File: src/instrBufferPkg.sv
package instrBufferPkg;

    //////////////////////////////
    // decoded instruction fields
    //////////////////////////////

    // raw instruction word
    localparam int instrW = 32;

    // register index, 32 architectural registers
    localparam int regIdW = 5;

    // immediate operand
    localparam int immW = 16;

    // alu operation carried with each decoded instruction
    typedef enum logic [3:0] {
        aluAdd = 4'h0,
        aluSub = 4'h1,
        aluAnd = 4'h2,
        aluOr  = 4'h3,
        aluXor = 4'h4,
        aluShl = 4'h5,
        aluShr = 4'h6,
        aluMul = 4'h7,
        aluMov = 4'h8,
        // set if less than
        aluSlt = 4'h9
    } aluOpE;

endpackage
File: src/issueStage.sv
`timescale 1ns/1ps

module issueStage #(
    parameter int numWarps = 8,
    parameter int numThreads = 8
) (
    input  logic clk,
    input  logic arstN,

    // decode ports
    input  logic [numWarps-1:0] decValid0,
    input  logic [instrBufferPkg::instrW-1:0] dec0Instr,
    input  logic [instrBufferPkg::regIdW-1:0] dec0Src1, dec0Src2, dec0Dst,
    input  logic dec0Src1Valid, dec0Src2Valid,
    input  instrBufferPkg::aluOpE dec0AluOp,
    input  logic [instrBufferPkg::immW-1:0] dec0Imm,
    input  logic dec0ImmValid, dec0RegWrite, dec0MemWrite, dec0MemRead,
    input  logic dec0Shared, dec0Beq, dec0Blt, dec0Exit,
    input  logic [numWarps-1:0] decValid1,
    input  logic [instrBufferPkg::instrW-1:0] dec1Instr,
    input  logic [instrBufferPkg::regIdW-1:0] dec1Src1, dec1Src2, dec1Dst,
    input  logic dec1Src1Valid, dec1Src2Valid,
    input  instrBufferPkg::aluOpE dec1AluOp,
    input  logic [instrBufferPkg::immW-1:0] dec1Imm,
    input  logic dec1ImmValid, dec1RegWrite, dec1MemWrite, dec1MemRead,
    input  logic dec1Shared, dec1Beq, dec1Blt, dec1Exit,

    // SIMT stack
    input  logic [numWarps-1:0] dropInstr,
    input  logic [numWarps*numThreads-1:0] activeMask,

    // scoreboard
    input  logic [numWarps-1:0] scbFull,
    input  logic [numWarps-1:0] scbDependent,
    output logic [instrBufferPkg::regIdW*numWarps-1:0] headSrc1, headSrc2, headDst,
    output logic [numWarps-1:0] headSrc1Valid, headSrc2Valid, headDstValid,

    // fetch and warp requests
    output logic [numWarps-1:0] fetchReq,
    output logic [numWarps-1:0] issueReq,
    output logic [numWarps-1:0] exitReq,

    // operand collector
    input  logic ocFull,
    output logic ocValid,
    output logic [$clog2(numWarps)-1:0] ocWarpId,
    output logic [numThreads-1:0] ocActiveMask,
    output logic [instrBufferPkg::instrW-1:0] ocInstr,
    output logic [instrBufferPkg::regIdW-1:0] ocSrc1, ocSrc2, ocDst,
    output logic ocSrc1Valid, ocSrc2Valid,
    output instrBufferPkg::aluOpE ocAluOp,
    output logic [instrBufferPkg::immW-1:0] ocImm,
    output logic ocImmValid, ocRegWrite, ocMemWrite, ocMemRead,
    output logic ocShared, ocBeq, ocBlt,

    // resource allocator
    output logic exitValid,
    output logic [$clog2(numWarps)-1:0] exitWarpId
);
    // grants run from the arbiter back into the buffer
    logic [numWarps-1:0] issueGrant;
    logic [numWarps-1:0] exitGrant;

    // every buffer port shares its name with a port or wire here
    instrBuffer #(
        .numWarps(numWarps),
        .numThreads(numThreads)
    ) instrBuffer_i (.*);

    issueArbiter #(
        .numWarps(numWarps)
    ) issueArbiter_i (
        .clk(clk),
        .arstN(arstN),
        .issueReq(issueReq),
        .exitReq(exitReq),
        .ocFull(ocFull),
        .issueGrant(issueGrant),
        .exitGrant(exitGrant)
    );

endmodule

File: src/instrBuffer.sv
`timescale 1ns/1ps

module instrBuffer #(
    parameter int numWarps = 8,
    parameter int numThreads = 8
) (
    input  logic clk,
    input  logic arstN,

    // decode ports, valid per warp, fields shared
    input  logic [numWarps-1:0] decValid0,
    input  logic [instrBufferPkg::instrW-1:0] dec0Instr,
    input  logic [instrBufferPkg::regIdW-1:0] dec0Src1, dec0Src2, dec0Dst,
    input  logic dec0Src1Valid, dec0Src2Valid,
    input  instrBufferPkg::aluOpE dec0AluOp,
    input  logic [instrBufferPkg::immW-1:0] dec0Imm,
    input  logic dec0ImmValid, dec0RegWrite, dec0MemWrite, dec0MemRead,
    input  logic dec0Shared, dec0Beq, dec0Blt, dec0Exit,
    input  logic [numWarps-1:0] decValid1,
    input  logic [instrBufferPkg::instrW-1:0] dec1Instr,
    input  logic [instrBufferPkg::regIdW-1:0] dec1Src1, dec1Src2, dec1Dst,
    input  logic dec1Src1Valid, dec1Src2Valid,
    input  instrBufferPkg::aluOpE dec1AluOp,
    input  logic [instrBufferPkg::immW-1:0] dec1Imm,
    input  logic dec1ImmValid, dec1RegWrite, dec1MemWrite, dec1MemRead,
    input  logic dec1Shared, dec1Beq, dec1Blt, dec1Exit,

    // SIMT stack
    input  logic [numWarps-1:0] dropInstr,
    input  logic [numWarps*numThreads-1:0] activeMask,

    // scoreboard
    input  logic [numWarps-1:0] scbFull,
    input  logic [numWarps-1:0] scbDependent,
    output logic [instrBufferPkg::regIdW*numWarps-1:0] headSrc1, headSrc2, headDst,
    output logic [numWarps-1:0] headSrc1Valid, headSrc2Valid, headDstValid,

    // fetch and arbiter
    output logic [numWarps-1:0] fetchReq,
    output logic [numWarps-1:0] issueReq,
    output logic [numWarps-1:0] exitReq,
    input  logic [numWarps-1:0] issueGrant,
    input  logic [numWarps-1:0] exitGrant,

    // operand collector
    output logic ocValid,
    output logic [$clog2(numWarps)-1:0] ocWarpId,
    output logic [numThreads-1:0] ocActiveMask,
    output logic [instrBufferPkg::instrW-1:0] ocInstr,
    output logic [instrBufferPkg::regIdW-1:0] ocSrc1, ocSrc2, ocDst,
    output logic ocSrc1Valid, ocSrc2Valid,
    output instrBufferPkg::aluOpE ocAluOp,
    output logic [instrBufferPkg::immW-1:0] ocImm,
    output logic ocImmValid, ocRegWrite, ocMemWrite, ocMemRead,
    output logic ocShared, ocBeq, ocBlt,

    // resource allocator
    output logic exitValid,
    output logic [$clog2(numWarps)-1:0] exitWarpId
);
    import instrBufferPkg::*;

    localparam int warpIdW = $clog2(numWarps);

    // head fields per warp that the scoreboard does not see
    logic [instrW-1:0] wInstr [numWarps];
    aluOpE wAluOp [numWarps];
    logic [immW-1:0] wImm [numWarps];
    logic [numWarps-1:0] wImmValid, wMemWrite, wMemRead, wShared, wBeq, wBlt;

    for (genvar i = 0; i < numWarps; i++) begin : warpGen
        warpInstrBuffer warpBuf_i (
            .clk, .arstN,
            .decValid0(decValid0[i]),
            .dec0Instr, .dec0Src1, .dec0Src2, .dec0Dst,
            .dec0Src1Valid, .dec0Src2Valid, .dec0AluOp, .dec0Imm, .dec0ImmValid,
            .dec0RegWrite, .dec0MemWrite, .dec0MemRead,
            .dec0Shared, .dec0Beq, .dec0Blt, .dec0Exit,
            .decValid1(decValid1[i]),
            .dec1Instr, .dec1Src1, .dec1Src2, .dec1Dst,
            .dec1Src1Valid, .dec1Src2Valid, .dec1AluOp, .dec1Imm, .dec1ImmValid,
            .dec1RegWrite, .dec1MemWrite, .dec1MemRead,
            .dec1Shared, .dec1Beq, .dec1Blt, .dec1Exit,
            .dropInstr(dropInstr[i]),
            .scbFull(scbFull[i]),
            .scbDependent(scbDependent[i]),
            .issueGrant(issueGrant[i]),
            .exitGrant(exitGrant[i]),
            .fetchReq(fetchReq[i]),
            .issueReq(issueReq[i]),
            .exitReq(exitReq[i]),
            // register ids go straight into the flattened scoreboard vectors
            .headSrc1(headSrc1[regIdW*i +: regIdW]),
            .headSrc2(headSrc2[regIdW*i +: regIdW]),
            .headDst(headDst[regIdW*i +: regIdW]),
            .headSrc1Valid(headSrc1Valid[i]),
            .headSrc2Valid(headSrc2Valid[i]),
            .headDstValid(headDstValid[i]),
            .headInstr(wInstr[i]),
            .headAluOp(wAluOp[i]),
            .headImm(wImm[i]),
            .headImmValid(wImmValid[i]),
            .headMemWrite(wMemWrite[i]),
            .headMemRead(wMemRead[i]),
            .headShared(wShared[i]),
            .headBeq(wBeq[i]),
            .headBlt(wBlt[i])
        );
    end

    //////////////////////////////
    // collector and exit mux
    //////////////////////////////

    assign ocValid = |issueGrant;
    assign exitValid = |exitGrant;

    always_comb begin
        ocWarpId = '0;
        ocActiveMask = '0;
        ocInstr = '0;
        ocSrc1 = '0;
        ocSrc2 = '0;
        ocDst = '0;
        ocSrc1Valid = 1'b0;
        ocSrc2Valid = 1'b0;
        ocAluOp = aluAdd;
        ocImm = '0;
        ocImmValid = 1'b0;
        ocRegWrite = 1'b0;
        ocMemWrite = 1'b0;
        ocMemRead = 1'b0;
        ocShared = 1'b0;
        ocBeq = 1'b0;
        ocBlt = 1'b0;
        exitWarpId = '0;
        for (int j = 0; j < numWarps; j++) begin
            if (issueGrant[j]) begin
                ocWarpId = warpIdW'(j);
                ocActiveMask = activeMask[numThreads*j +: numThreads];
                ocInstr = wInstr[j];
                ocSrc1 = headSrc1[regIdW*j +: regIdW];
                ocSrc2 = headSrc2[regIdW*j +: regIdW];
                ocDst = headDst[regIdW*j +: regIdW];
                ocSrc1Valid = headSrc1Valid[j];
                ocSrc2Valid = headSrc2Valid[j];
                ocAluOp = wAluOp[j];
                ocImm = wImm[j];
                ocImmValid = wImmValid[j];
                ocRegWrite = headDstValid[j];
                ocMemWrite = wMemWrite[j];
                ocMemRead = wMemRead[j];
                ocShared = wShared[j];
                ocBeq = wBeq[j];
                ocBlt = wBlt[j];
            end
            if (exitGrant[j])
                exitWarpId = warpIdW'(j);
        end
    end

endmodule

File: src/issueArbiter.sv
`timescale 1ns/1ps

module issueArbiter #(
    parameter int numWarps = 8
) (
    input  logic clk,
    input  logic arstN,
    input  logic [numWarps-1:0] issueReq,
    input  logic [numWarps-1:0] exitReq,
    input  logic ocFull,
    output logic [numWarps-1:0] issueGrant,
    output logic [numWarps-1:0] exitGrant
);
    localparam int warpIdW = $clog2(numWarps);

    logic [warpIdW-1:0] rrPtr;
    logic [warpIdW-1:0] grantIdx;
    logic rrFound;
    int rrIdx;

    //////////////////////////////
    // round-robin issue grant
    //////////////////////////////

    // first requester at or after the pointer, wrapping around
    always_comb begin
        issueGrant = '0;
        grantIdx = rrPtr;
        rrFound = 1'b0;
        rrIdx = 0;
        if (!ocFull) begin
            for (int k = 0; k < numWarps; k++) begin
                rrIdx = (int'(rrPtr) + k) % numWarps;
                if (!rrFound && issueReq[rrIdx]) begin
                    rrFound = 1'b1;
                    issueGrant[rrIdx] = 1'b1;
                    grantIdx = warpIdW'(rrIdx);
                end
            end
        end
    end

    // pointer moves one past the warp just granted
    always_ff @(posedge clk or negedge arstN) begin
        if (!arstN) begin
            rrPtr <= '0;
        end else if (rrFound) begin
            if (grantIdx == warpIdW'(numWarps - 1))
                rrPtr <= '0;
            else
                rrPtr <= grantIdx + 1'b1;
        end
    end

    //////////////////////////////
    // exit grant
    //////////////////////////////

    // lowest set bit of the request vector
    assign exitGrant = exitReq & (~exitReq + 1'b1);

endmodule

File: src/warpInstrBuffer.sv
`timescale 1ns/1ps

module warpInstrBuffer (
    input  logic clk,
    input  logic arstN,

    // decode port 0
    input  logic decValid0,
    input  logic [instrBufferPkg::instrW-1:0] dec0Instr,
    input  logic [instrBufferPkg::regIdW-1:0] dec0Src1, dec0Src2, dec0Dst,
    input  logic dec0Src1Valid, dec0Src2Valid,
    input  instrBufferPkg::aluOpE dec0AluOp,
    input  logic [instrBufferPkg::immW-1:0] dec0Imm,
    input  logic dec0ImmValid, dec0RegWrite, dec0MemWrite, dec0MemRead,
    input  logic dec0Shared, dec0Beq, dec0Blt, dec0Exit,

    // decode port 1
    input  logic decValid1,
    input  logic [instrBufferPkg::instrW-1:0] dec1Instr,
    input  logic [instrBufferPkg::regIdW-1:0] dec1Src1, dec1Src2, dec1Dst,
    input  logic dec1Src1Valid, dec1Src2Valid,
    input  instrBufferPkg::aluOpE dec1AluOp,
    input  logic [instrBufferPkg::immW-1:0] dec1Imm,
    input  logic dec1ImmValid, dec1RegWrite, dec1MemWrite, dec1MemRead,
    input  logic dec1Shared, dec1Beq, dec1Blt, dec1Exit,

    // flush from the SIMT stack
    input  logic dropInstr,

    // scoreboard status of the head
    input  logic scbFull,
    input  logic scbDependent,

    // arbiter
    input  logic issueGrant,
    input  logic exitGrant,
    output logic fetchReq,
    output logic issueReq,
    output logic exitReq,

    // head entry
    output logic [instrBufferPkg::regIdW-1:0] headSrc1, headSrc2, headDst,
    output logic headSrc1Valid, headSrc2Valid, headDstValid,
    output logic [instrBufferPkg::instrW-1:0] headInstr,
    output instrBufferPkg::aluOpE headAluOp,
    output logic [instrBufferPkg::immW-1:0] headImm,
    output logic headImmValid, headMemWrite, headMemRead,
    output logic headShared, headBeq, headBlt
);
    import instrBufferPkg::*;

    // ten single-bit flags per entry
    localparam int entryW = instrW + 3 * regIdW + $bits(aluOpE) + immW + 10;

    logic [entryW-1:0] entryMem [2];
    logic [entryW-1:0] dec0Entry;
    logic [entryW-1:0] dec1Entry;
    logic headIdx;
    logic [1:0] count;
    logic [1:0] nextCount;
    logic [1:0] space;
    logic headValid;
    logic headExit;
    logic [$bits(aluOpE)-1:0] headAluOpRaw;
    logic rawSrc1Valid;
    logic rawSrc2Valid;
    logic rawRegWrite;
    logic pop;
    logic wr0;
    logic wr1;
    logic slot0;
    logic slot1;

    assign dec0Entry = {dec0Instr, dec0Src1, dec0Src2, dec0Dst, dec0Src1Valid, dec0Src2Valid,
                        dec0AluOp, dec0Imm, dec0ImmValid, dec0RegWrite, dec0MemWrite,
                        dec0MemRead, dec0Shared, dec0Beq, dec0Blt, dec0Exit};
    assign dec1Entry = {dec1Instr, dec1Src1, dec1Src2, dec1Dst, dec1Src1Valid, dec1Src2Valid,
                        dec1AluOp, dec1Imm, dec1ImmValid, dec1RegWrite, dec1MemWrite,
                        dec1MemRead, dec1Shared, dec1Beq, dec1Blt, dec1Exit};

    //////////////////////////////
    // queue pointers
    //////////////////////////////

    assign headValid = count != 2'd0;
    assign pop = (issueGrant | exitGrant) & headValid;

    // room left once this cycle's pop is taken out
    assign space = 2'd2 - count + {1'b0, pop};

    // port 0 takes the first free slot, a flush discards both
    assign wr0 = decValid0 & ~dropInstr & (space != 2'd0);
    assign wr1 = decValid1 & ~dropInstr & (space > {1'b0, wr0});
    assign slot0 = headIdx ^ count[0];
    assign slot1 = slot0 ^ wr0;

    assign nextCount = dropInstr ? 2'd0
                     : count - {1'b0, pop} + {1'b0, wr0} + {1'b0, wr1};

    always_ff @(posedge clk or negedge arstN) begin
        if (!arstN) begin
            headIdx <= 1'b0;
            count <= 2'd0;
            fetchReq <= 1'b1;
        end else begin
            headIdx <= dropInstr ? 1'b0 : headIdx ^ pop;
            count <= nextCount;
            // ask for more only once nothing is left or arriving
            fetchReq <= nextCount == 2'd0;
        end
    end

    always_ff @(posedge clk) begin
        if (wr0)
            entryMem[slot0] <= dec0Entry;
        if (wr1)
            entryMem[slot1] <= dec1Entry;
    end

    //////////////////////////////
    // head and requests
    //////////////////////////////

    assign {headInstr, headSrc1, headSrc2, headDst, rawSrc1Valid, rawSrc2Valid, headAluOpRaw,
            headImm, headImmValid, rawRegWrite, headMemWrite, headMemRead, headShared,
            headBeq, headBlt, headExit} = entryMem[headIdx];
    assign headAluOp = aluOpE'(headAluOpRaw);

    // scoreboard only sees operands of a live head
    assign headSrc1Valid = rawSrc1Valid & headValid;
    assign headSrc2Valid = rawSrc2Valid & headValid;
    assign headDstValid = rawRegWrite & headValid;

    assign issueReq = headValid & ~headExit & ~scbDependent & ~scbFull;
    assign exitReq = headValid & headExit;

endmodule

File: config.mk
export PLATFORM = sky130hd
export DESIGN_NAME = issueStage
export DESIGN_NICKNAME = d
export VERILOG_FILES = /design/src/instrBufferPkg.sv /design/src/issueStage.sv /design/src/instrBuffer.sv /design/src/issueArbiter.sv /design/src/warpInstrBuffer.sv
export SDC_FILE = /design/constraint.sdc
export NUM_CORES = 2
export LEC_CHECK = 0
export ABC_CLOCK_PERIOD_IN_PS = 10300
export BUFFER_PORTS_ARGS = -buffer_cell sky130_fd_sc_hd__buf_4
export CORE_UTILIZATION = 45
export CTS_CLUSTER_SIZE = 24
export DETAILED_ROUTE_END_ITERATION = 10
export PLACE_DENSITY = 0.66
export RECOVER_POWER = 25
export SLEW_MARGIN = 20
export SYNTH_ARGS = -nofsm -noshare
export SYNTH_HDL_FRONTEND = slang
export SYNTH_SLANG_ARGS = --single-unit
File: constraint.sdc
create_clock -name clk -period 10.3 [get_ports clk]
set_input_delay 0.515 -clock clk [delete_from_list [all_inputs] [get_ports clk]]
set_output_delay 0.515 -clock clk [all_outputs]
set_load 0.02 [all_outputs]
==> key figures <==
Run status
  • Outcome: finished with violations
  • Failing checks: capacitance limit, slew limit

Job
  • Maximum Capacitance Violations: 19

Detailed routing
  • Vias per cell: 6.44
  • Total Wirelength: 248 mm
  • First-pass DRT Iterations: 6
  • Routed len/inst: 33.8 µm
  • Routed vias: 47220
  • Starting DRT DRC Count: 4917
  • Routed Antenna Nets: 0
  • DRC violations left: 0

Clock tree
  • Max clock buf depth: 3
  • Postcts setup bufs: 0
  • Clk sinks: 1267
  • Clock Tree Root: clkbuf_16
  • CTS tree: built
  • H-Tree Depth: 4
  • Clock-pin slew on the worst setup and hold paths: 0.06 ns
  • Later-pin clock latency in the skew report: 0.81 ns
  • CTS buffer count: 143
  • CTS resizes: 0

Layout
  • Layout Nets: 5473
  • Fin util: 51.9%
  • Most common cell after layout, fill and taps aside: mux2_2
  • Layout cells sized above 1: 41.2%
  • Commonest non-fill, non-tap cells in the layout: mux2_2, edfxtp_1, buf_4, mux2i_1, clkbuf_16
  • Area growth from synthesis to layout: 14.3%

Floorplan
  • Total I/O pin count: 521
  • FP Rows: 143
  • Initial Utilization: 45.4%
  • Die Ht: 394 µm
  • Core area: 152000 µm²
  • Die area: 155000 µm²
  • Die width: 394 µm

Worst hold path
  • Path type of the worst min-delay path: in2reg

Pwr
  • Pwr Total: 0.0303 W
  • Leak pwr: 26.6 nW
  • VDD IR-drop max: 0.349 mV
  • Pwr dens: 384 nW/µm²

Critical path
  • CP Data Required Time: 9.79 ns
  • Crit path max fanout: 84
  • Buf/Inv on CP: 3
  • Delay of the slowest critical-path stage: 1.85 ns
  • Critical path arrival: 8.76 ns
  • Crit path cell chain: mux2i_1 > a311oi_1 > a2111oi_0 > nand2_1 > buf_4 > nand3_1 > nor4_2 > a21oi_1 > a21oi_1 > buf_12 > a221oi_1 > or4_1 > a31oi_1 > buf_4
  • Crit end category: primary output
  • WS Path Type: reg2out
  • Critical Path Slowest Stage Cell: dfrtp_1
  • Top delay family on crit path: compound AO/OA/AOI/OAI gates
  • Nature of the critical path startpoint: flip-flop

Global routing
  • Gr ovfl total: 0
  • Gr usage total: 31.3%
  • Largest net degree at the start of global routing: 110
  • First-pass GRT wire length: 349 mm
  • Initial antenna violation count: 25
  • Vias in the first global route: 46328

STA
  • Number of max-slew violations in the final report: 725
  • RSZ-0062 raised after global routing: false
  • Skew final: 0.0268 ns
  • Worst slew pin tran: 4.22 ns
  • Final Cycle Share: 90.0%
  • Final setup viols: 0
  • Max-slew headroom: -182%
  • Final worst setup slack: 1.02 ns
  • Final min period: 9.28 ns
  • FMAX: 108 MHz
  • Final-report hold violation count: 0

Synthesis
  • Warnings from Yosys: 0
  • Synth cell types: 90
  • Most used DFF post-synth: edfxtp_1
  • Avg Synthesized Cell Area: 14.0 µm²
  • Synth top area share: 53.6%
  • Yosys top cell by area: edfxtp_1
  • Post-Syn Area: 69100 µm²
  • EDFF count, synth: 1232
  • Post-synth net total: 5228
  • Synth area leaders: edfxtp_1, mux2_2, mux2i_1, clkbuf_1, dfrtp_1
  • Synthesis-stage register bit count: 1267
  • Cell count after synthesis: 4932
  • Sequential-to-total area share from yosys stat: 54.9%
  • Ys async rst share: 2.76%

Placement
  • Setup WS pre-CTS: 2.19 ns
  • Buffers on Ports: 520
  • Gpl congestion: 0.982
  • Final HPWL DP: 143 mm
Yosys cell counts (all sizes together) (21+ instances only):
master and instances:
a21oi 126, clkbuf 325, and3 22, o221ai 40
mux2i 428, dfrtp 27, edfxtp 1232, nand3 24
o2111ai 42, xor2 22, nor2 124, o22ai 43
a221oi 51, o21ai 84, a22oi 36, a211oi 33
a221o 34, ha 27, a21o 25, o22a 21
inv 53, buf 228, xnor2 30, a31oi 47
mux2 1440, nand2 102
metrics by stage:
step                cell area [µm²]  TNS (ns)  cells  hold WS [ns]
finish                        78900         0   7335         0.142
global placement              74900         0   7051         0.525
global route                  78900         0   7332         0.121
detailed placement            74900         0   7052         0.528
floorplan                     69100    -93.76   4932         0.219
CTS                           79300         0   7320        0.0910
timing repair:
item                                    CTS  global route
hold buffers                              9             0
endpoints found under the setup margin    0             0
endpoints found under the hold margin    55             0
layout make-up:
type	count	area (µm²)
repair buffers	653	5090
flip-flops and latches	1267	37900
well taps	2030	2540
clock inverters	71	480
multi-input cells	3058	28900
diodes	14	35.0
inverters	54	203
clock buffers	188	3830
fillers	13041	73200
per-layer routing:
metal	track usage, %	vias up	routed length (µm)	part of all wire (%)
met5	0	-	89	0.036
met4	13.4	16	11700	4.7
met3	7.28	584	23700	9.6
met2	50.1	2579	115000	46
met1	40.5	24330	97200	39
li1	-	19711	-	-
flip-flops by register name, indices dropped and copies added, names as in the netlist:
register and count:
instrBuffer_i.warpGen.warpBuf_i.entryMem 1232, instrBuffer_i.warpGen.warpBuf_i.count 16, instrBuffer_i.warpGen.warpBuf_i.headIdx 8, issueArbiter_i.rrPtr 3, instrBuffer_i.warpGen.warpBuf_i.fetchReq 8
final timing paths:
kind / start / endpoint / slack [ns] / depth (start not counted)
min: dec1Src1[2] / instrBuffer_i.warpGen[3].warpBuf_i.entryMem[0][42] / 0.14 / 2
min reg2reg: instrBuffer_i.warpGen[3].warpBuf_i.count[1] / instrBuffer_i.warpGen[3].warpBuf_i.count[1] / 0.66 / 2
max reg2reg: instrBuffer_i.warpGen[0].warpBuf_i.headIdx / instrBuffer_i.warpGen[0].warpBuf_i.entryMem[0][62] / 1.05 / 17
min in group asynchronous: arstN / instrBuffer_i.warpGen[0].warpBuf_i.count[1] / 0.97 / 2
max: instrBuffer_i.warpGen[0].warpBuf_i.headIdx / ocDst[3] / 1.02 / 14
max in group asynchronous: arstN / instrBuffer_i.warpGen[7].warpBuf_i.headIdx / 7.61 / 2
report_power, final:
group | switching [W] | total, W | internal, W
Clock | 0.00213 | 0.00483 | 0.00270
Combinational | 0.0112 | 0.0170 | 0.00588
Sequential | 0.000525 | 0.00844 | 0.00791
logic make-up after synthesis:
kind of cell,count (synthesis),synth area share [%]
fa+ha+maj,38,0.765
flops,1267,54.9
simple gates,396,2.79
mux,1873,29.9
compound gates,699,7.31
xor+xnor,52,0.659
buf+inv,607,3.75
Note: power is estimated with default switching activity, not from simulation.
